==> config.mk <==
export PLATFORM = sky130hd
export DESIGN_NAME = ems_mapper
export DESIGN_NICKNAME = d
export VERILOG_FILES = /design/src/design/xt_pkg.sv /design/src/design/ems_mapper.sv
export SDC_FILE = /design/constraint.sdc
export NUM_CORES = 1
export LEC_CHECK = 0
export BUFFER_PORTS_ARGS = -buffer_cell sky130_fd_sc_hd__buf_2
export CAP_MARGIN = 25
export CORE_AREA = 3 3 40 42
export DETAILED_ROUTE_END_ITERATION = 8
export DIE_AREA = 0 0 43 45
export GPL_TIMING_DRIVEN = 0
export PLACE_DENSITY = 0.76
export SLEW_MARGIN = 20
export SYNTH_ARGS = -nofsm -noshare
export SYNTH_HDL_FRONTEND = slang
export SYNTH_SLANG_ARGS = --single-unit
==> constraint.sdc <==
create_clock -name vclk -period 1.4
set_input_delay 0.14 -clock vclk [all_inputs]
set_output_delay 0.14 -clock vclk [all_outputs]
set_load 0.01 [all_outputs]
==> src/design/xt_pkg.sv <==
package xt_pkg;

    // Bus widths
    typedef logic [19:0] addr_t;
    typedef logic [9:0]  io_addr_t;
    typedef logic [7:0]  data_t;

    // 8088 S2..S0 status
    typedef logic [2:0]  bus_status_t;

    localparam bus_status_t STATUS_IO_READ   = 3'd1;
    localparam bus_status_t STATUS_IO_WRITE  = 3'd2;
    localparam bus_status_t STATUS_MEM_READ  = 3'd5;
    localparam bus_status_t STATUS_MEM_WRITE = 3'd6;
    localparam bus_status_t STATUS_PASSIVE   = 3'd7;

    typedef logic [1:0]  wait_t;

    // Bit 7 enables the page, bits 6..0 hold the page number
    typedef logic [7:0]  ems_page_t;

    typedef enum logic [2:0]
    {
        IDLE,
        IO_CMD,
        MEM_CMD,
        REFRESH,
        DONE
    } cycle_state_t;

    // Offsets from the configuration port base
    localparam logic [2:0] REG_EMS0    = 3'd0;
    localparam logic [2:0] REG_EMS1    = 3'd1;
    localparam logic [2:0] REG_EMS2    = 3'd2;
    localparam logic [2:0] REG_EMS3    = 3'd3;
    localparam logic [2:0] REG_WAIT    = 3'd4;
    localparam logic [2:0] REG_REFRESH = 3'd5;

    // Four 16 KB pages starting at segment D000h
    localparam addr_t EMS_WINDOW_BASE = 20'hD0000;

    localparam int REFRESH_CYCLES = 4;

endpackage
==> src/design/ems_mapper.sv <==
`timescale 1ns/1ns

module ems_mapper #(
    parameter int RAM_ADDR_W = 17
) (
    input  xt_pkg::addr_t           cpu_address,
    input  xt_pkg::ems_page_t       ems_page [0:3],
    output logic [RAM_ADDR_W-1:0]   ram_address,
    output logic                    ram_hit
);

    xt_pkg::ems_page_t selected_page;
    logic              in_low_ram;
    logic              in_window;

    assign selected_page = ems_page[cpu_address[15:14]];
    assign in_low_ram    = (cpu_address[19:16] == 4'h0);
    assign in_window     = (cpu_address[19:16] == xt_pkg::EMS_WINDOW_BASE[19:16]);

    always_comb
    begin
        ram_address = RAM_ADDR_W'(cpu_address[15:0]);
        ram_hit     = 1'b0;
        if (in_low_ram)
        begin
            ram_hit = 1'b1;
        end
        else if (in_window && selected_page[7])
        begin
            // Pages live above the first 64 KB
            ram_address = RAM_ADDR_W'({1'b1, selected_page[1:0], cpu_address[13:0]});
            ram_hit     = 1'b1;
        end
    end

endmodule

Yosys cells after proc, flatten, opt, wreduce, memory -nomap -nowiden
Index checks and enable logic that the tools add are counted.
{ "op_classes": {"addsub": 0, "n_mul": 0, "bitwise": 1, "n_mux": 7, "n_shift": 0, "n_reduce_logical": 2, "eq_ne": 1, "div_mod_pow": 0, "n_lt_le_gt_ge": 1} }
{ "op_table": {"columns": ["operator", "count"], "rows": [
  ["$mux W17", 2],
  ["$bmux W8 S2", 1],
  ["$mux W8", 2],
  ["$eq A4 B4 Y1 const B", 1],
  ["$logic_not A4 Y1", 1],
  ["$ge A3 B3 Y1 const B", 1],
  ["$not A2 Y3", 1],
  ["$mux W1", 2],
  ["$logic_and A1 B1 Y1", 1]
]} }
{ "word_totals": {"mem_bits_ro": 0, "register_bits": 0, "out_inout_bits": 18, "mem_bits_rw": 0, "in_bits": 52, "wordCells": 12, "n_memories": 0, "latchBits": 0} }

Longest topological paths before layout
Gate-level depths: netlist of run 1.
{ "depth": {"ltp_word": 7, "ltp_mapped": 3, "depth_no_buf": 3} }

Least setup slack after synthesis of run 1
OpenSTA, ideal clock, no wires.
{ "synth_path": {"path_kind": "input to output", "startpoint": "in cpu_address[14]", "endpoint": "out ram_address[14]", "setup_slack_ps": 140, "t_arrival_ps": 1120, "stages": 3, "n_path_buf": 0, "required_ps": 1260, "cell_sequence": "mux4_2 -> nand4_2 -> mux2_2"} }
{ "synth_via": {"elab_chain_cells": 7} }
{ "synth_rtl": {"columns": ["item", "line", "source"], "rows": [
  ["start: declaration", "ems_mapper.sv:6", "input xt_pkg::addr_t cpu_address,"],
  ["$not A2 Y3 (implied by the code)", "ems_mapper.sv:16", "assign selected_page = ems_page[cpu_address[15:14]];"],
  ["$bmux W8 S2", "ems_mapper.sv:16", null],
  ["$mux W8 (implied by the code) (2 in series)", "ems_mapper.sv:16", null],
  ["$logic_and A1 B1 Y1", "ems_mapper.sv:28", "else if (in_window && selected_page[7])"],
  ["$mux W17", "ems_mapper.sv:28", null],
  ["$mux W17 *", "ems_mapper.sv:24", "if (in_low_ram)"],
  ["end: declaration", "ems_mapper.sv:8", "output logic [RAM_ADDR_W-1:0] ram_address,"]
]} }
Every way passes the cells marked *; elsewhere a longest branch is shown, timed or not. The select of a mux whose other input is x is not followed.

Worst setup path in the final report of run 1
Ends and elaborated chain as after synthesis.

==> results of run 1 <==
[how the worst min path moves through the flow]
| stage | slack, ns | to | cells past startpoint | startpoint |
|---|---|---|---|---|
| after floorplan | 0.32 | ram_hit | 1 | cpu_address[17] |
| final | 0.46 | ram_address[5] | 2 | cpu_address[5] |
| after CTS | 0.47 | ram_address[5] | 2 | cpu_address[5] |
| after global placement | 0.47 | ram_address[13] | 2 | cpu_address[13] |
| after detailed placement | 0.46 | ram_address[6] | 2 | cpu_address[6] |
| after global routing | 0.47 | ram_address[6] | 2 | cpu_address[6] |
[cells in the final DEF, fill, tap and decap left out]
cell	netlist	layout
sky130_fd_sc_hd__a21oi_1	1	1
sky130_fd_sc_hd__nand4_4	0	1
sky130_fd_sc_hd__and2b_1	1	1
sky130_fd_sc_hd__buf_6	0	2
sky130_fd_sc_hd__nand4_1	1	1
sky130_fd_sc_hd__inv_1	1	1
sky130_fd_sc_hd__mux4_1	2	2
sky130_fd_sc_hd__or3_1	1	1
sky130_fd_sc_hd__buf_4	14	15
sky130_fd_sc_hd__buf_2	0	33
sky130_fd_sc_hd__buf_8	0	1
sky130_fd_sc_hd__mux2_4	0	2
sky130_fd_sc_hd__mux4_2	1	1
[cells by family (layout without fill, tap and decap cells)]
logic type             after synthesis  in the layout  synth area share
muxes                                5              5            0.4000
AOI/OAI and AO/OA                    1              1           0.02049
and+or+nand+nor                      4              4            0.1334
buffers and inverters               15             52            0.4461
[cell usage after synthesis]
cell type | n | share of area
sky130_fd_sc_hd__nand4_1 | 1 | 0.026
sky130_fd_sc_hd__and2b_1 | 1 | 0.031
sky130_fd_sc_hd__mux4_2 | 1 | 0.092
sky130_fd_sc_hd__mux4_1 | 2 | 0.22
sky130_fd_sc_hd__inv_1 | 1 | 0.015
sky130_fd_sc_hd__nand4_2 | 1 | 0.051
sky130_fd_sc_hd__mux2_2 | 2 | 0.092
sky130_fd_sc_hd__buf_4 | 14 | 0.43
sky130_fd_sc_hd__or3_1 | 1 | 0.026
sky130_fd_sc_hd__a21oi_1 | 1 | 0.020
[per-stage QoR]
step | area [sq um] | instances | util | hold WS [ns]
floorplan | 244.0 | 25 | - | 0.3241
global placement | 442.9 | 76 | 0.3447 | 0.4654
detailed placement | 442.9 | 76 | 0.3447 | 0.4646
CTS | 481.7 | 76 | 0.3749 | 0.4651
global route | 489.2 | 77 | 0.3807 | 0.4675
finish | 489.2 | 77 | 0.3807 | 0.4633
[critical path: stages]
cell and delay, ns:
sky130_fd_sc_hd__buf_8 0.08, sky130_fd_sc_hd__mux4_2 0.54, sky130_fd_sc_hd__nand4_4 0.12, sky130_fd_sc_hd__mux2_4 0.31, sky130_fd_sc_hd__buf_6 0.12
[layout make-up]
type | count | area, sq um
fillers | 141 | 795.8
multi-input cells | 10 | 151.4
repair buffers | 37 | 210.2
inverters | 1 | 3.754
plain buffers | 14 | 105.1
well taps | 15 | 18.77
[where the power goes]
| group | total [mW] | switching [mW] | internal, mW |
|---|---|---|---|
| Clock | 0 | 0 | 0 |
| Sequential | 0 | 0 | 0 |
| Combinational | 0.139 | 0.0499 | 0.0892 |
| Total | 0.139 | 0.0499 | 0.0892 |
[repair_timing]
action,in CTS,in global routing
resized for setup,8,0
setup endpoints to repair,2,2
endpoints found under the hold margin,0,0
pin swaps,1,0
setup buffers,0,1
[routing by layer]
layer | share of wire | vias to the layer above | routed length, um | GRT usage
met3 | 0.26 | 0 | 211 | 0.01594
met5 | 0 | - | 0 | 0
met1 | 0.28 | 138 | 229 | 0.09856
met4 | 0 | 0 | 0 | 0
met2 | 0.46 | 36 | 369 | 0.1886
li1 | - | 153 | - | -
==> out/results.txt, run 1 <==
Based on the critical path, the design can be clocked at up to 0.6847 GHz. The post-synthesis sequential area ratio was 0. The checks that failed: negative setup slack. In this run the power density over the cells is 284.3 nW/um^2. The sum of negative setup slack was -0.1181 ns; the routed wirelength normalized by instance count was 10.52 um. The first-pass detailed-route iteration total came out at 4. The run finished, with violations left. Setup repair after global routing could not meet its margin everywhere.

The number of global-route vias before repair is 345. Summed over all layers, the routed wires come to 810 um. Across the run, the number of max-cap violations was 0. The number of hold-slack violations in the final timing report is 0. The logs give 13 for the number of cell rows and 0.08985 for the global router's overall resource usage. The number of warnings issued by yosys is 0. Clock buffers in the final layout number 0.

Routability-driven placement finished with a final weighted congestion of 0.6619. The die covers 1935 sq um. After detailed routing, the number of remaining DRC violations is 0.

In this run the static leakage power is 0.2925 nW. The endpoint kind of the worst setup timing path was a primary output. The height of the die came out at 45 um. Data arrives at the worst endpoint at 1.32 ns. The tools report the largest net degree at the start of global routing as 5. At the placement stage, the worst setup path has a slack of -0.1916 ns.

For the critical path data required time, the log shows 1.26 ns. The fraction of the cycle the final worst path needs is 1.043. Relative to the synthesized area, the layout overhead comes to 100.5%. Using the TritonRoute via totals, the vias-per-cell ratio works out to 4.247. The tools report the antenna violation net count after detailed routing as 0. The share of layout cells above drive strength 1 is 0.8871, and the number of vias after detailed routing is 327. The cell area after synthesis is 244.0 sq um, and the die width is 43 um. The tools report the minimum setup slack in the final design as -0.06046 ns. The run gives 116 as the count of nets after finishing. The number of nets handed over by synthesis was 77. The headroom to the max-slew limit came out at 0.9213. The type of the tightest min-delay check was input pin to primary output. The starting density of the core is 0.1899.

In this run the worst path has a maximum fanout of 4. The number of antenna violations at the first check in global routing is 0. The setup path with the least slack is of type input pin to primary output. The logs give 0 for the number of hold buffers added after cts and 25 for the post-synthesis cell count. Synthesis instantiated 10 different standard cells from the library. The slew at the pin closest to its max-slew limit works out to 0.1180 ns. The register area came out at 0 sq um. The critical path starts at cpu_address[14].

In the finished design the tool counted flip-flops and latches totalling 0. The smallest clock period supported by the final layout is computed as 1.460 ns. Input and output buffers added on the ports amount to 36. The worst-case IR drop observed on VDD is 0.09528 mV. The global-route congestion overflow total was 0; the wire length of the first global-routing pass was 1.400 mm.

The mean area per synthesized cell works out to 9.759 sq um. Critical path capture point: ram_address[14]. Total count of max-transition violations in the final report: 0. After floorplanning, the core was sized to cover 1285 sq um.

Post-layout total power: 0.1391 mW. The kind of launch point of the worst setup path is an input pin. 70 I/O pins were placed. The repair_antennas step left the layout with diodes totalling 0. The run gives 6 as the number of DRC violations after detailed-routing iteration 0. Setup violations remaining at the end of the flow were counted as 2.
(Power assumes the default switching activity.)
==> run 2: changes to the inputs <==
Settings changed: GPL_TIMING_DRIVEN 0 to 1.
==> out/results.txt, run 2 (synthesized netlist as in run 1, its figures left out) <==
The critical path arrival was 1.31 ns (was 1.32 ns); the slew at the pin closest to its max-slew limit was 0.1157 ns (was 0.1180 ns). The count of nets after finishing was 89 (was 116). For the post-layout total power, the log shows 0.08093 mW (was 0.1391 mW). The total DRC errors in the routed layout is 0 (unchanged).

The fraction of the cycle the final worst path needs works out to 1.036 (was 1.043). Number of cell rows: 13 (unchanged). Count of buffers inserted at the top-level ports: 22 (was 36). The diode insertion count for antenna repair was 0 (unchanged). The global-route congestion overflow total is 0 (unchanged), and the total count of max-transition violations in the final report is 0 (unchanged).

Cells along the critical path: buf_8 > mux4_2 > nand4_4 > mux2_4 > buf_6 (unchanged). Number of vias after detailed routing: 217 (was 327). For the number of hold-slack violations in the final timing report, the log shows 0 (unchanged).

The die width was 43 um (unchanged). The run finished, with violations left. The power density over the cells is 251.7 nW/um^2 (was 284.3 nW/um^2). The tools report the total placed cells including tap cells as 48 (was 76).

The family with the most delay on the worst path is multiplexers (unchanged). The post-detailed-route via-to-cell ratio is 4.340 (was 4.247). The number of logic stages on the critical path including buffering was 5 (unchanged).

The run gives 0.2502 (was 0.3807) as the utilization after layout. Setup repair after global routing could not meet its margin everywhere. The type of the tightest min-delay check was input pin to primary output (unchanged).

The tools report the number of ports placed on the die boundary as 70 (unchanged). The sum of negative setup slack was -0.1009 ns (was -0.1181 ns); the die area was 1935 sq um (unchanged). The tools report the global router's overall resource usage as 0.06406 (was 0.08985). The static leakage is 0.1743 nW (was 0.2925 nW).

The peak fanout along the critical path works out to 4 (unchanged). Minimum setup slack in the final design: -0.05065 ns (was -0.06046 ns). Worst-path cell with the longest stage delay: sky130_fd_sc_hd__mux4_2 (unchanged). The number of clock buffers in the layout came out at 0 (unchanged). The antenna violation net count after detailed routing was 0 (unchanged); the register area was 0 sq um (unchanged). Worst IR drop on VDD: 0.07011 mV (was 0.09528 mV). Number of hold buffers added after cts: 0 (unchanged). The logs give 636 um (was 810 um) for the total wirelength of the detailed-routed design and 2 (was 4) for the first-pass detailed-route iteration total.

The tools report the max-capacitance violation count as 0 (unchanged). The number of buffers and inverters on the critical path was 2 (unchanged). The final period demand of the worst path is 1.451 ns (was 1.460 ns), and the timing-limited maximum frequency is 0.6893 GHz (was 0.6847 GHz). For the wire length of the first global-routing pass, the log shows 938 um (was 1.400 mm).

The critical path capture point is ram_address[14] (unchanged). Commonest cells after routing, fill and taps aside: 19 x sky130_fd_sc_hd__buf_2, 2 x sky130_fd_sc_hd__mux4_1, 2 x sky130_fd_sc_hd__mux2_4, 2 x sky130_fd_sc_hd__buf_6, 2 x sky130_fd_sc_hd__buf_4 (was 33 x sky130_fd_sc_hd__buf_2, 15 x sky130_fd_sc_hd__buf_4, 2 x sky130_fd_sc_hd__mux4_1, 2 x sky130_fd_sc_hd__mux2_4, 2 x sky130_fd_sc_hd__buf_6). The leading cell type in the layout, fill and taps excluded was sky130_fd_sc_hd__buf_2 (unchanged). The endpoint kind of the worst setup timing path was a primary output (unchanged). The logs give 1.26 ns (about the same) for the critical path data required time and 5 (unchanged) for the largest net degree at the start of global routing. The startpoint of the worst setup timing path was cpu_address[14] (unchanged). The headroom to the max-slew limit is 0.9229 (was 0.9213), and the routed wirelength normalized by instance count is 12.72 um (was 10.52 um). Failing checks: negative setup slack (unchanged). The count of non-filler cells in the finished layout is 50 (was 77). The placer's final routability congestion estimate is 0.7169 (was 0.6619), and the share of layout cells above drive strength 1 is 0.8000 (was 0.8871). The height of the die is 45 um (unchanged). Kind of launch point of the worst setup path: an input pin (unchanged). The final-layout fill cell count came out at 137 (was 141). The area added between synthesis and finish is 31.79% (was 100.5%), and the sequential cell count is 0 (unchanged).

For the number of antenna violations at the first check in global routing, the log shows 0 (unchanged). The placeable core region came out at 1285 sq um (unchanged). The biggest cell delay along the critical path came out at 0.54 ns (about the same).

The starting density of the core was 0.1899 (unchanged). The kind of critical path is input pin to primary output (unchanged). The number of DRC violations after detailed-routing iteration 0 is 1 (was 6). The tools report the count of endpoints failing setup in the final report as 2 (unchanged). For the number of global-route vias before repair, the log shows 205 (was 345).
run 2: worst min path at each step:
stage	start	end	slack, ns	cells past startpoint
2_1_floorplan	cpu_address[17]	ram_hit	0.32	1
3_3_place_gp	cpu_address[10]	ram_address[10]	0.28	0
3_5_place_dp	cpu_address[10]	ram_address[10]	0.28	0
4_1_cts	cpu_address[10]	ram_address[10]	0.28	0
5_1_grt	cpu_address[6]	ram_address[6]	0.28	0
6_report	cpu_address[6]	ram_address[6]	0.28	0
run 2: per-layer routing:
metal,wire [um],track usage,vias to the layer above
met3,110,0.01594,2
li1,-,-,100
met2,274,0.1228,26
met4,4,0.006024,0
met1,247,0.07452,89
met5,0,0,-
run 2: timing repair:
| item | in CTS | in global routing |
|---|---|---|
| pin swaps | 1 | 0 |
| cloned | 0 | 0 |
| resized for setup | 8 | 0 |
| setup buffers | 1 | 1 |
| setup endpoints to repair | 2 | 2 |
run 2: power breakdown:
group	internal (mW)	total, mW	switching, mW	leakage, nW
registers	0	0	0	0
clock network	0	0	0	0
logic	0.0519	0.0809	0.0290	0.174
total	0.0519	0.0809	0.0290	0.174
run 2: final cells by class:
type               instances  area, sq um  share of cell area
multi-input cells         10        151.4              0.4708
repair buffers            24        147.6              0.4591
well taps                 15        18.77             0.05837
inverters                  1        3.754             0.01167
run 2: stage by stage:
stage          setup WS (ns)  instance area (sq um)  hold slack, ns
2_1_floorplan         0.1399                  244.0          0.3241
3_3_place_gp         -0.1408                  267.8          0.2801
3_5_place_dp         -0.1780                  267.8          0.2801
4_1_cts             -0.05135                  314.1          0.2801
5_1_grt             -0.06820                  321.6          0.2800
6_report            -0.05065                  321.6          0.2800
==> run 3: changes to the inputs <==
==> constraint.sdc (replaced) <==
create_clock -name vclk -period 1.4
set_input_delay 0.14 -clock vclk [all_inputs]
set_output_delay 0.14 -clock vclk [all_outputs]
set_load 0.005 [all_outputs]
==> out/results.txt, run 3 (synthesized netlist as in run 1, its figures left out) <==
The run finished, with violations left. Failing checks: negative setup slack (unchanged). The number of global-route vias before repair is 211 (was 205), and the worst IR drop on VDD is 0.07443 mV (was 0.07011 mV). Cells along the critical path: buf_8 > mux4_2 > nand4_4 > mux2_4 > buf_6 (unchanged). The placer's final routability congestion estimate came out at 0.7168 (was 0.7169).

Max-capacitance violation count: 0 (unchanged). Family with the most delay on the worst path: multiplexers (unchanged). The final period demand of the worst path was 1.445 ns (was 1.451 ns); the number of ports placed on the die boundary was 70 (unchanged). The global-route congestion overflow total is 0 (unchanged), and the routed wirelength normalized by instance count is 12.68 um (was 12.72 um). The number of buffers and inverters on the critical path was 2 (unchanged); the number of DRC violations after detailed-routing iteration 0 was 2 (was 1).

The final standard cell area without fillers was 321.6 sq um (unchanged); the share of layout cells above drive strength 1 was 0.8000 (unchanged). The number of hold-slack violations in the final timing report was 0 (unchanged); the register area was 0 sq um (unchanged). The post-detailed-route via-to-cell ratio was 4.480 (was 4.340). Number of clock buffers in the layout: 0 (unchanged). The tools report the post-layout total power as 0.07856 mW (was 0.08093 mW). The starting density of the core is 0.1899 (unchanged). The critical path data required time was 1.26 ns (about the same). Commonest cells after routing, fill and taps aside: 19 x sky130_fd_sc_hd__buf_2, 2 x sky130_fd_sc_hd__mux4_1, 2 x sky130_fd_sc_hd__mux2_4, 2 x sky130_fd_sc_hd__buf_6, 2 x sky130_fd_sc_hd__buf_4 (unchanged). The minimum setup slack in the final design came out at -0.04482 ns (was -0.05065 ns). The slew at the pin closest to its max-slew limit was 0.1166 ns (was 0.1157 ns). The peak fanout along the critical path is 4 (unchanged), and the worst slack on hold paths is 0.2800 ns (about the same). The tools report the number of cell rows as 13 (unchanged).

The static leakage was 0.1743 nW (unchanged). Count of endpoints failing setup in the final report: 2 (unchanged). The tools report the critical path arrival as 1.30 ns (was 1.31 ns). The total count of max-transition violations in the final report was 0 (unchanged); the largest net degree at the start of global routing was 5 (unchanged). The headroom to the max-slew limit was 0.9223 (was 0.9229); the die width was 43 um (unchanged). For the wire length of the first global-routing pass, the log shows 938 um (unchanged). The count of buffers inserted at the top-level ports came out at 22 (unchanged). The fraction of the cycle the final worst path needs is 1.032 (was 1.036). The endpoint kind of the worst setup timing path was a primary output (unchanged). Total DRC errors in the routed layout: 0 (unchanged). The run gives 224 (was 217) as the number of vias after detailed routing.

Leading cell type in the layout, fill and taps excluded: sky130_fd_sc_hd__buf_2 (unchanged). The diode insertion count for antenna repair was 0 (unchanged); the placeable core region was 1285 sq um (unchanged). The type of the tightest min-delay check is input pin to primary output (unchanged). For the number of antenna violations at the first check in global routing, the log shows 0 (unchanged). The logs give 0 (unchanged) for the antenna violation net count after detailed routing and 1935 sq um (unchanged) for the die area. The tools report the global router's overall resource usage as 0.06406 (unchanged). Kind of launch point of the worst setup path: an input pin (unchanged). The run gives 3 (was 2) as the first-pass detailed-route iteration total.

The power density over the cells came out at 244.3 nW/um^2 (was 251.7 nW/um^2). The biggest cell delay along the critical path was 0.54 ns (about the same). The kind of critical path was input pin to primary output (unchanged).

The run gives 267.8 sq um (unchanged) as the standard cell area after detailed placement. Setup repair after global routing could not meet its margin everywhere. The timing-limited maximum frequency is 0.6921 GHz (was 0.6893 GHz). The area added between synthesis and finish is 31.79% (unchanged).

For the sum of negative setup slack, the log shows -0.08906 ns (was -0.1009 ns). The run gives 0.2502 (unchanged) as the utilization after layout. The height of the die works out to 45 um (unchanged).

The worst-path cell with the longest stage delay is sky130_fd_sc_hd__mux4_2 (unchanged). The sequential cell count came out at 0 (unchanged). The count of nets after finishing is 89 (unchanged). The total wirelength of the detailed-routed design was 634 um (was 636 um).
[run 3: cell counts in the layout (fill, tap and decap cells not counted)]
No cell type changed its count.
[run 3: worst paths after layout]
| path | start | end | slack [ns] | depth (start not counted) |
|---|---|---|---|---|
| max | cpu_address[14] | ram_address[14] | -0.04 | 5 |
| min | cpu_address[0] | ram_address[0] | 0.28 | 0 |
[run 3: area by class of cell]
| type | count | area [sq um] |
|---|---|---|
| fill | 143 | 963.4 |
| timing repair buffer | 24 | 147.6 |
| multi-input combinational | 10 | 151.4 |
| tap | 15 | 18.77 |
| inverter | 1 | 3.754 |
[run 3: per-stage QoR]
stage / std cells / setup slack (ns)
after floorplan: 25 / 0.1607
after global placement: 48 / -0.1281
after detailed placement: 48 / -0.1687
after CTS: 49 / -0.04596
after global routing: 50 / -0.06619
final: 50 / -0.04482
[run 3: layer usage]
metal / part of all wire / up-vias / wire length [um] / GRT usage
met3: 0.20 / 2 / 125 / 0.01195
met4: 0.0063 / 0 / 4 / 0.006024
met5: 0 / - / 0 / 0
met2: 0.44 / 26 / 277 / 0.1168
li1: - / 100 / - / -
met1: 0.36 / 96 / 227 / 0.08173
[run 3: where the power goes]
part	internal, mW	leakage (nW)	switching, mW
combinational	0.0517	0.174	0.0268
sequential	0	0	0
clock	0	0	0
[run 3: timing repair]
| item | 4_1_cts | 5_1_grt |
|---|---|---|
| setup buffers | 1 | 1 |
| pin swaps | 1 | 0 |
| endpoints found under the setup margin | 2 | 2 |
| hold buffers | 0 | 0 |
| gates resized for setup | 8 | 0 |
